File: config.mk
export PLATFORM = sky130hd
export DESIGN_NAME = pic_top
export DESIGN_NICKNAME = d
export VERILOG_FILES = /design/src/pic_pkg.sv /design/src/pic_ctrl_if.sv /design/src/irq_latch.sv /design/src/pic_ack_ctrl.sv /design/src/pic_regs.sv /design/src/pic_top.sv
export VERILOG_INCLUDE_DIRS = /design/src
export SDC_FILE = /design/constraint.sdc
export NUM_CORES = 1
export LEC_CHECK = 0
export BUFFER_PORTS_ARGS = -buffer_cell sky130_fd_sc_hd__buf_2
export CORE_UTILIZATION = 40
export DETAILED_ROUTE_END_ITERATION = 6
export PLACE_DENSITY = 0.63
export SYNTH_ARGS = -nofsm -noshare
export SYNTH_HDL_FRONTEND = slang
export SYNTH_SLANG_ARGS = --single-unit
File: constraint.sdc
create_clock -name clk -period 1.75 [get_ports clk]
set_clock_uncertainty 0.15 [all_clocks]
set_input_delay 0.0875 -clock clk [delete_from_list [all_inputs] [get_ports clk]]
set_output_delay 0.0875 -clock clk [all_outputs]
set_load 0.01 [all_outputs]
File: src/pic_settings.svh
// PIC build settings
`ifndef PIC_SETTINGS_SVH
`define PIC_SETTINGS_SVH

// Line count and bus widths
`define PIC_NUM_IRQ 8
`define PIC_DATA_W 8
`define PIC_IDX_W 3 // log2 of line count

// Acknowledge vector is base plus winning line index
`define PIC_VECTOR_BASE 8'h08

// Command field, d_in[4:3] of an a0 low write
`define PIC_CMD_EOI 2'b00 // End of interrupt
`define PIC_CMD_RDSEL 2'b01 // Read select
// Codes with bit 4 set are not decoded

// Read-select codes, d_in[1:0] of a read-select command
`define PIC_RD_IRR 2'b10 // Request register
`define PIC_RD_ISR 2'b11 // In-service register

`endif

File: src/pic_pkg.sv
// PIC shared types
`default_nettype none
`include "pic_settings.svh"

package pic_pkg;

	// One bit per interrupt line
	typedef logic [`PIC_NUM_IRQ-1:0] irq_vec_t; // Request, mask, in-service

	typedef logic [`PIC_IDX_W-1:0] irq_idx_t; // Line number

	// Host byte, also the acknowledge vector
	typedef logic [`PIC_DATA_W-1:0] pic_data_t;

	typedef logic [1:0] rd_sel_t; // IRR or ISR read code

	// Acknowledge sequence
	typedef enum logic [1:0] {
		ack_idle, // Nothing pending
		ack_issue, // int raised, waiting for inta_n
		ack_wait_eoi // Line in service until EOI
	} ack_state_t;

endpackage

`default_nettype wire

File: src/pic_ctrl_if.sv
// PIC register to core link
`timescale 1ns/10ps
`default_nettype none

interface pic_ctrl_if;
	import pic_pkg::*;

	irq_vec_t imr; // Mask, set bit blocks the line
	logic eoi; // One-cycle end-of-interrupt strobe
	irq_vec_t irr; // Latched requests, from the capture machines
	irq_vec_t isr; // Line currently served, one-hot

	// Host side
	modport regs (
		output imr,
		output eoi,
		input irr,
		input isr
	);

	// Priority and acknowledge side
	modport core (
		input imr,
		input eoi,
		input irr,
		output isr
	);

endinterface

`default_nettype wire

File: src/irq_latch.sv
// Interrupt request capture
`timescale 1ns/10ps
`default_nettype none
`include "pic_settings.svh"

module irq_latch (
	input logic clk,
	input logic rst_n,
	input pic_pkg::irq_vec_t ir,
	input pic_pkg::irq_vec_t clr,
	output pic_pkg::irq_vec_t irr
);

	// Capture states, one machine per line
	typedef enum logic [1:0] {
		cap_idle, // Armed, waiting for ir high
		cap_active, // Request held
		cap_wait_low // Served, line must drop first
	} cap_state_t;

	genvar i;

	generate
		for (i = 0; i < `PIC_NUM_IRQ; i = i + 1) begin : g_line
			cap_state_t state;

			always_ff @(posedge clk or negedge rst_n) begin
				if (!rst_n) begin
					state <= cap_idle;
				end else begin
					case (state)
						cap_idle: begin
							if (ir[i]) begin
								state <= cap_active; // Level seen
							end
						end
						cap_active: begin
							if (clr[i]) begin
								state <= cap_wait_low; // Acknowledged
							end
						end
						cap_wait_low: begin
							if (!ir[i]) begin
								state <= cap_idle; // Re-arm
							end
						end
						default: begin
							state <= cap_idle;
						end
					endcase
				end
			end

			assign irr[i] = (state == cap_active);
		end
	endgenerate

	// Core only clears lines it found pending
	assert property (@(posedge clk) disable iff (!rst_n) (clr & ~irr) == '0)
		else $error("irq_clr on a line with no request");

endmodule

`default_nettype wire

File: src/pic_ack_ctrl.sv
// PIC priority and acknowledge core
`timescale 1ns/10ps
`default_nettype none
`include "pic_settings.svh"

module pic_ack_ctrl (
	input logic clk,
	input logic rst_n,
	input logic inta_n,
	pic_ctrl_if.core ctrl,
	output pic_pkg::irq_vec_t irq_clr,
	output logic int_req,
	output pic_pkg::pic_data_t iid
);
	import pic_pkg::*;

	ack_state_t state;
	irq_vec_t pending; // Unmasked requests
	irq_vec_t win_bit; // Lowest pending line as one-hot
	irq_idx_t win_idx; // Index of that line
	logic ack; // Acknowledge taken this clock
	logic eoi_done; // EOI closes the current service

	assign pending = ctrl.irr & ~ctrl.imr;

	// Isolate lowest set bit
	assign win_bit = pending & (~pending + irq_vec_t'(1));

	// Scan from the top so lower lines override
	always_comb begin
		win_idx = '0;
		for (int n = `PIC_NUM_IRQ - 1; n >= 0; n--) begin
			if (pending[n]) begin
				win_idx = irq_idx_t'(n);
			end
		end
	end

	// inta_n only counts while int is up and something still pends
	assign ack = (state == ack_issue) && !inta_n && (pending != '0);
	assign eoi_done = (state == ack_wait_eoi) && ctrl.eoi;

	// Acknowledge FSM
	always_ff @(posedge clk or negedge rst_n) begin
		if (!rst_n) begin
			state <= ack_idle;
		end else begin
			case (state)
				ack_idle: begin
					if (pending != '0) begin
						state <= ack_issue; // Raise int next cycle
					end
				end
				ack_issue: begin
					if (ack) begin
						state <= ack_wait_eoi;
					end else if (pending == '0) begin
						state <= ack_idle; // Request masked away
					end
				end
				ack_wait_eoi: begin
					if (eoi_done) begin
						state <= ack_idle;
					end
				end
				default: begin
					state <= ack_idle;
				end
			endcase
		end
	end

	// In-service register
	always_ff @(posedge clk or negedge rst_n) begin
		if (!rst_n) begin
			ctrl.isr <= '0;
		end else if (ack) begin
			ctrl.isr <= win_bit;
		end else if (eoi_done) begin
			ctrl.isr <= '0; // Service finished
		end
	end

	// Clear pulse back to the capture machines
	always_ff @(posedge clk or negedge rst_n) begin
		if (!rst_n) begin
			irq_clr <= '0;
		end else begin
			irq_clr <= ack ? win_bit : '0; // One cycle only
		end
	end

	// Vector latch held until the next acknowledge
	always_ff @(posedge clk or negedge rst_n) begin
		if (!rst_n) begin
			iid <= '0;
		end else if (ack) begin
			iid <= pic_data_t'(`PIC_VECTOR_BASE) + pic_data_t'(win_idx);
		end
	end

	assign int_req = (state == ack_issue);

	// At most one line in service and it is the line named by iid
	assert property (@(posedge clk) disable iff (!rst_n)
		(ctrl.isr == '0) ||
		(ctrl.isr == (irq_vec_t'(1) << irq_idx_t'(iid - pic_data_t'(`PIC_VECTOR_BASE)))))
		else $error("isr not the one-hot bit of iid");

	// New requests wait for EOI before int comes back
	assert property (@(posedge clk) disable iff (!rst_n) (ctrl.isr != '0) |-> !int_req)
		else $error("int_req raised while a line is in service");

endmodule

`default_nettype wire

File: src/pic_regs.sv
// PIC host registers
`timescale 1ns/10ps
`default_nettype none
`include "pic_settings.svh"

module pic_regs (
	input logic clk,
	input logic rst_n,
	input logic cs_n,
	input logic wr_n,
	input logic rd_n,
	input logic a0,
	input pic_pkg::pic_data_t d_in,
	output pic_pkg::pic_data_t d_out,
	pic_ctrl_if.regs ctrl
);
	import pic_pkg::*;

	logic wr_en; // Host write this clock
	logic rd_en; // Host read in progress
	logic cmd_eoi; // Command write decodes as EOI
	logic cmd_rdsel; // Command write decodes as read select
	rd_sel_t rd_sel; // Which register an a0 low read returns
	irq_vec_t rd_reg; // Register picked by read select

	// Plain strobes with no handshake
	assign wr_en = ~cs_n & ~wr_n;
	assign rd_en = ~cs_n & ~rd_n;

	// a0 low writes carry a command in d_in[4:3]
	assign cmd_eoi = wr_en & ~a0 & (d_in[4:3] == `PIC_CMD_EOI);
	assign cmd_rdsel = wr_en & ~a0 & (d_in[4:3] == `PIC_CMD_RDSEL);
	// Bit 4 set matches neither and the write is dropped

	// Mask register written with a0 high
	always_ff @(posedge clk or negedge rst_n) begin
		if (!rst_n) begin
			ctrl.imr <= '0; // All lines enabled
		end else if (wr_en && a0) begin
			ctrl.imr <= irq_vec_t'(d_in);
		end
	end

	// EOI strobe seen by the core one cycle after the write
	always_ff @(posedge clk or negedge rst_n) begin
		if (!rst_n) begin
			ctrl.eoi <= 1'b0;
		end else begin
			ctrl.eoi <= cmd_eoi;
		end
	end

	// Read select
	always_ff @(posedge clk or negedge rst_n) begin
		if (!rst_n) begin
			rd_sel <= `PIC_RD_IRR; // Requests visible by default
		end else if (cmd_rdsel) begin
			rd_sel <= d_in[1:0];
		end
	end

	assign rd_reg = (rd_sel == `PIC_RD_ISR) ? ctrl.isr : ctrl.irr;

	// Combinational read mux while cs_n and rd_n are low
	always_comb begin
		if (!rd_en) begin
			d_out = '0; // Bus idle
		end else if (a0) begin
			d_out = pic_data_t'(ctrl.imr);
		end else begin
			d_out = pic_data_t'(rd_reg); // IRR or ISR
		end
	end

	// A held command write would stretch EOI past a single service
	assert property (@(posedge clk) disable iff (!rst_n) ctrl.eoi |=> !ctrl.eoi)
		else $error("eoi high on two consecutive cycles");

endmodule

`default_nettype wire

File: src/pic_top.sv
// PIC top level
`timescale 1ns/10ps
`default_nettype none
`include "pic_settings.svh"

module pic_top (
	input logic clk,
	input logic rst_n,
	input logic cs_n,
	input logic wr_n,
	input logic rd_n,
	input logic a0,
	input logic inta_n,
	input logic [`PIC_DATA_W-1:0] d_in,
	input logic [`PIC_NUM_IRQ-1:0] ir,
	output logic [`PIC_DATA_W-1:0] d_out,
	output logic int_out,
	output logic spen_n,
	output logic [`PIC_DATA_W-1:0] iid
);
	import pic_pkg::*;

	irq_vec_t irr; // Latched requests
	irq_vec_t irq_clr; // Acknowledge clear, one-hot pulse

	pic_ctrl_if ctrl_if ();

	assign ctrl_if.irr = irr; // Latches feed both sides
	assign spen_n = cs_n | rd_n; // Low only while the host reads

	// Mask, commands and read mux
	pic_regs regs_inst (
		.clk (clk),
		.rst_n (rst_n),
		.cs_n (cs_n),
		.wr_n (wr_n),
		.rd_n (rd_n),
		.a0 (a0),
		.d_in (d_in),
		.d_out (d_out),
		.ctrl (ctrl_if.regs)
	);

	// Per-line capture
	irq_latch latch_inst (
		.clk (clk),
		.rst_n (rst_n),
		.ir (ir),
		.clr (irq_clr),
		.irr (irr)
	);

	// Priority, acknowledge and vector
	pic_ack_ctrl ack_inst (
		.clk (clk),
		.rst_n (rst_n),
		.inta_n (inta_n),
		.ctrl (ctrl_if.core),
		.irq_clr (irq_clr),
		.int_req (int_out),
		.iid (iid)
	);

endmodule

`default_nettype wire

# == After elaboration in Yosys (flattened, before gate mapping) ==
# Index checks and enable logic that the tools add are counted.
# classes
n_addsub,2
mul,0
n_div,0
n_lt_le_gt_ge,0
eq_ne,47
shifts,0
mux,51
bitwise,14
reduce_logical,27
# op_table
cell,n
two-way mux 2 bit,28
one-hot mux 2 bit (3 select lines),9
two-way mux 8 bit,6
inequality test 2 bit (second input constant),24
AND reduction 3 bit,9
two-way mux 3 bit,8
== test 2 x 1 -> 1 bit (second input constant),10
== test 2 bit (second input constant),10
zero test 2 bit,10
bitwise AND 8 bit,2
NOT 8 bit,2
adder 8 x 1 -> 8 bit (second input constant),1
zero test 8 bit,1
nonzero test 8 bit,1
adder 4 x 3 -> 5 bit (first input constant),1
bitwise AND 1 bit,5
logical AND 1 bit,4
inequality test 2 x 1 -> 1 bit (second input constant),2
NOT 1 bit,4
inequality test 3 x 1 -> 1 bit (second input constant),1
nonzero test 2 bit,1
zero test 1 bit,1
OR 1 bit,1
# word_totals
regBits,53
latch_bits,0
mem_bits_rw,0
mem_bits_ro,0
in_bits,23
output_inout_bits,18
elab_cells,156
n_memories,0

# == Depth between registers and ports, before layout ==
# logic_depth
word_depth,11
mapped_depth,6

# == Hierarchy ==
# A second synthesis with hierarchy kept.
# unflattened
cells_unflattened,222
area_unflattened_um2,2418.6
# modules_own_cells
mod,instances,cells_per_inst,area_per_inst_um2,seq_area_each_um2
pic_ack_ctrl,1,96,1029.7,550.5
irq_latch,1,64,740.7,400.4
pic_regs,1,61,641.9,276.5
pic_top,1,1,6.3,0.0

# == Least setup slack after synthesis ==
# Ideal clock, no wire load.
# synth_timing
kind,register to register
startpoint,reg ack_inst.state[1]
endpoint,reg ack_inst.ctrl.isr[6]
setup_ps,95
t_arrival_ps,1691
required_ps,1505
setup_slack_ps,-187
path_stages_with_launch,6
period_less_slack_ps,1937
cell_sequence,dfrtp_1 or3b_1 buf_6 or3_4 nand3b_4 o32ai_2
# synth_via
elab_chain_cells,4
elab_cells_between_ends,7
classes_between,2 x eq/ne; 1 x mux; 4 x reduce/logical
# synth_rtl
item,line_no,text
"start, declared",pic_ack_ctrl.sv:17,ack_state_t state;
"start signal, assigned",pic_ack_ctrl.sv:46,state <= ack_idle;
"start signal, assigned",pic_ack_ctrl.sv:51,state <= ack_issue;
"start signal, assigned",pic_ack_ctrl.sv:56,state <= ack_wait_eoi;
== test 2 x 1 -> 1 bit,pic_ack_ctrl.sv:40,assign ack = (state == ack_issue) && !inta_n && (pending != '0);
logical AND 1 bit (2 in a row),pic_ack_ctrl.sv:40,
two-way mux 8 bit or nonzero test 2 bit (tied branches),n/a,
"end signal, assigned",pic_ack_ctrl.sv:78,ctrl.isr <= win_bit;
"end, declared",pic_ctrl_if.sv:26,output isr
# Several ways; a longest one is shown, not always the timed one.
# A chain may end at the register's enable or synchronous reset.

# == Worst setup path in the final report ==
# layout_timing
startpoint,reg ack_inst.state[1]
endpoint,reg ack_inst.ctrl.isr[5]
# The elaborated chain is that of the path after synthesis.

==> run metrics <==
status=finished with violations; failing checks=negative setup slack; first-pass GRT wire length=9618 um; max_cap viols=0; Critical Path, Cell by Cell=or3b_4, or3_4, nand3b_4, o32ai_2; RSZ-0062 raised after global routing=yes; pre-CTS WS=-0.1098 ns; final hold violation count=0; Die H=79.32 um; initial antenna violation count=0; Cell Area, Synth=0.002391 mm2; DRC viols=0; Die X=79.32 um; fin area=between 0.003 and 0.004 mm2; CP Class=register to register; Worst path top cell family by delay=simple AND/OR/NAND/NOR gates; crit share post-route=1.035; die footprint=roughly 0.0063 mm2; Flop pwr share=0.373; CTS root buf=clkbuf_8; wire length per cell=14.02 um; CTS Buffer Depth=2; CTS tree=done; Critical Path Max Stage Delay=between 0.3 and 0.4 ns; P_sw=1.372 mW; drt pass-1 iters=4; Final ANT Viol Nets=0; Clock transition at path regs=~0.090 ns; via count=~2k; ys flop type=dfrtp_1; core footprint=0.005642 mm2; Final Max Slew Viols=0; Seq cells post-synth=between 40 and 50; setup ws final=-0.06044 ns; Crit. End Element=register; Cells after Synth=222; Post-synth EDFFs=0; crit-path max FO=7; CP Data Arrival Time=1.88 ns; fin crit period=between 1.5 and 2 ns; CTS sink cnt=49; Leak=about 1.6 nW; vias in the first global route=between 2k and 2.5k; DP Cell Count=around 370; Area Overhead vs Synth=43.85%; port bufs=36; Post-Route WL=5665 um; row cnt=27; Placed Area=0.002969 mm2; overall routing resource usage=0.2025; final setup vio count=9; 1st-iter DRT viols=83; Nets=354; Power, Total=4.144 mW; Comb power frac=0.459; RD Place Congestion=0.7873; synth unique cells=42; CP Data Required Time=about 1.8 ns; largest net degree at the start of global routing=50; CP bufs+invs=0; slowest stage cell, crit path=dfrtp_1; vias per inst=roughly 4.9; Overflow after GRT=0; average cell area after synthesis=10.77 um2; share of cells above drive strength 1=0.4277; f_max=552.4 MHz; Non-Filler Instances=404; Worst setup SP type=register; Min-Delay Path Class=primary input to register; sw frac=0.3311; HPWL Detailed=4049 um; clock share of power=0.169; Worst IR Drop VDD=0.0007461 V; FFs w/ async S/R, synth=1.000; Synth Warn #=0; sequential share of the synthesized area=0.5133; H-tree depth=2; Top Ports=41; n_diodes=0; Clk Latency, worst-skew pair=0.30 ns; Initial Utilization=0.4238; final core occ=0.6097; P_int=2.772 mW; power per cell area=around 1200 mW/mm2; TritonCTS buffer count=5
==> layout make-up <==
| cell class | instances | area [um2] |
|---|---|---|
| clock inverters | 1 | 7.507 |
| well taps | 72 | 90.09 |
| clock buffers | 7 | 86.33 |
| inverters | 6 | 22.52 |
| fillers | 485 | 2202 |
| multi-input cells | 160 | 1191 |
| flip-flops and latches | 49 | 1227 |
| repair buffers | 109 | 814.5 |
==> worst reg2reg max path: stages, from the launching register on <==
cell and delay, ns:
dfrtp_1 0.38, or3b_4 0.38, or3_4 0.37, nand3b_4 0.22, o32ai_2 0.22
==> final timing paths <==
path	from	endpoint	slack, ns	cells after the start
min reg2reg	ack_inst.iid[3]$_DFFE_PN0P_	ack_inst.iid[3]$_DFFE_PN0P_	0.33	1
min	inta_n	ack_inst.irq_clr[7]$_DFF_PN0_	0.07	4
max reg2reg	ack_inst.state[1]$_DFFE_PN0P_	ack_inst.ctrl.isr[5]$_DFFE_PN0P_	-0.06	4
max	ack_inst.state[1]$_DFFE_PN0P_	ack_inst.ctrl.isr[5]$_DFFE_PN0P_	-0.06	4
max in group asynchronous	rst_n	regs_inst.rd_sel[1]$_DFFE_PN1P_	1.03	3
min in group asynchronous	rst_n	ack_inst.irq_clr[0]$_DFF_PN0_	0.15	3
==> placed cells by master (no fill, tap or decap), types with 8 or more instances in the layout <==
cell | netlist | layout
a21oi_1 | 15 | 11
buf_2 | 1 | 36
buf_4 | 4 | 46
dfrtp_1 | 48 | 48
dlygate4sd3_1 | 0 | 19
mux2_2 | 12 | 12
mux2i_1 | 10 | 10
nand2_1 | 27 | 26
nand2b_1 | 12 | 12
nor2_1 | 8 | 8
or3b_4 | 0 | 9
==> stage by stage <==
step	TNS, ns	hold slack (ns)
2_1_floorplan	-1.167	-0.3581
3_3_place_gp	-0.6977	-0.05061
3_5_place_dp	-1.140	-0.05018
4_1_cts	-0.3830	0.07124
5_1_grt	-1.300	0.08847
6_report	-0.3136	0.07137
==> layer usage <==
metal  up-vias  part of all wire  track usage
met4         0             0.016      0.08000
met2        29              0.49       0.3319
met1       964              0.47       0.2654
li1        993                 -            -
met5         -                 0            0
met3         9             0.025      0.03448
==> sequential cells by signal, indices dropped and copies added (netlist names) <==
register	flops
latch_inst.g_line.state	16
ack_inst.ctrl.isr	8
ack_inst.irq_clr	8
regs_inst.ctrl.imr	8
ack_inst.iid	4
ack_inst.state	2
regs_inst.rd_sel	2
regs_inst.ctrl.eoi	1
==> power groups by stage <==
stage | Clock [mW] | Sequential [mW] | Combinational, mW
after CTS | 0.715 | 1.54 | 1.85
after detailed placement | 0 | 1.55 | 1.63
after global routing | 0.752 | 1.58 | 2.09
after global placement | 0 | 1.55 | 1.61
final | 0.700 | 1.54 | 1.90
after floorplan | 0 | 1.58 | 0.888
==> cell families after synthesis <==
logic type,count (synthesis),synth area share
compound gates,39,0.1099
simple gates,95,0.2418
buf+inv,16,0.03506
flops,49,0.5133
other cells,1,0.001568
mux,22,0.09838
==> synthesized netlist by cell type, types with 2 or more instances <==
cell type	count	area, um2
dfrtp_1	48	1201
nand2_1	27	101.4
a21oi_1	15	75.07
mux2_2	12	135.1
nand2b_1	12	75.07
mux2i_1	10	100.1
nor2_1	8	30.03
or3b_2	8	70.07
nand3b_1	7	52.55
a21o_1	6	45.04
nand3_1	6	30.03
inv_1	5	18.77
nor2b_1	5	31.28
nor3_1	5	25.02
nor3b_1	5	37.54
buf_4	4	30.03
clkbuf_1	4	15.01
o22ai_1	4	25.02
o21ai_0	3	15.01
o21bai_1	3	22.52
and2_1	2	12.51
and4_1	2	17.52
o32ai_2	2	32.53
==> repair_timing <==
action                                  CTS  global route
endpoints found under the hold margin    77             0
buffers inserted                          6             2
endpoints found under the setup margin   25            25
hold buffers                             19             0
pin swaps                                 8             4
resized for setup                        24            10
Power figures use the tool's default switching activity.
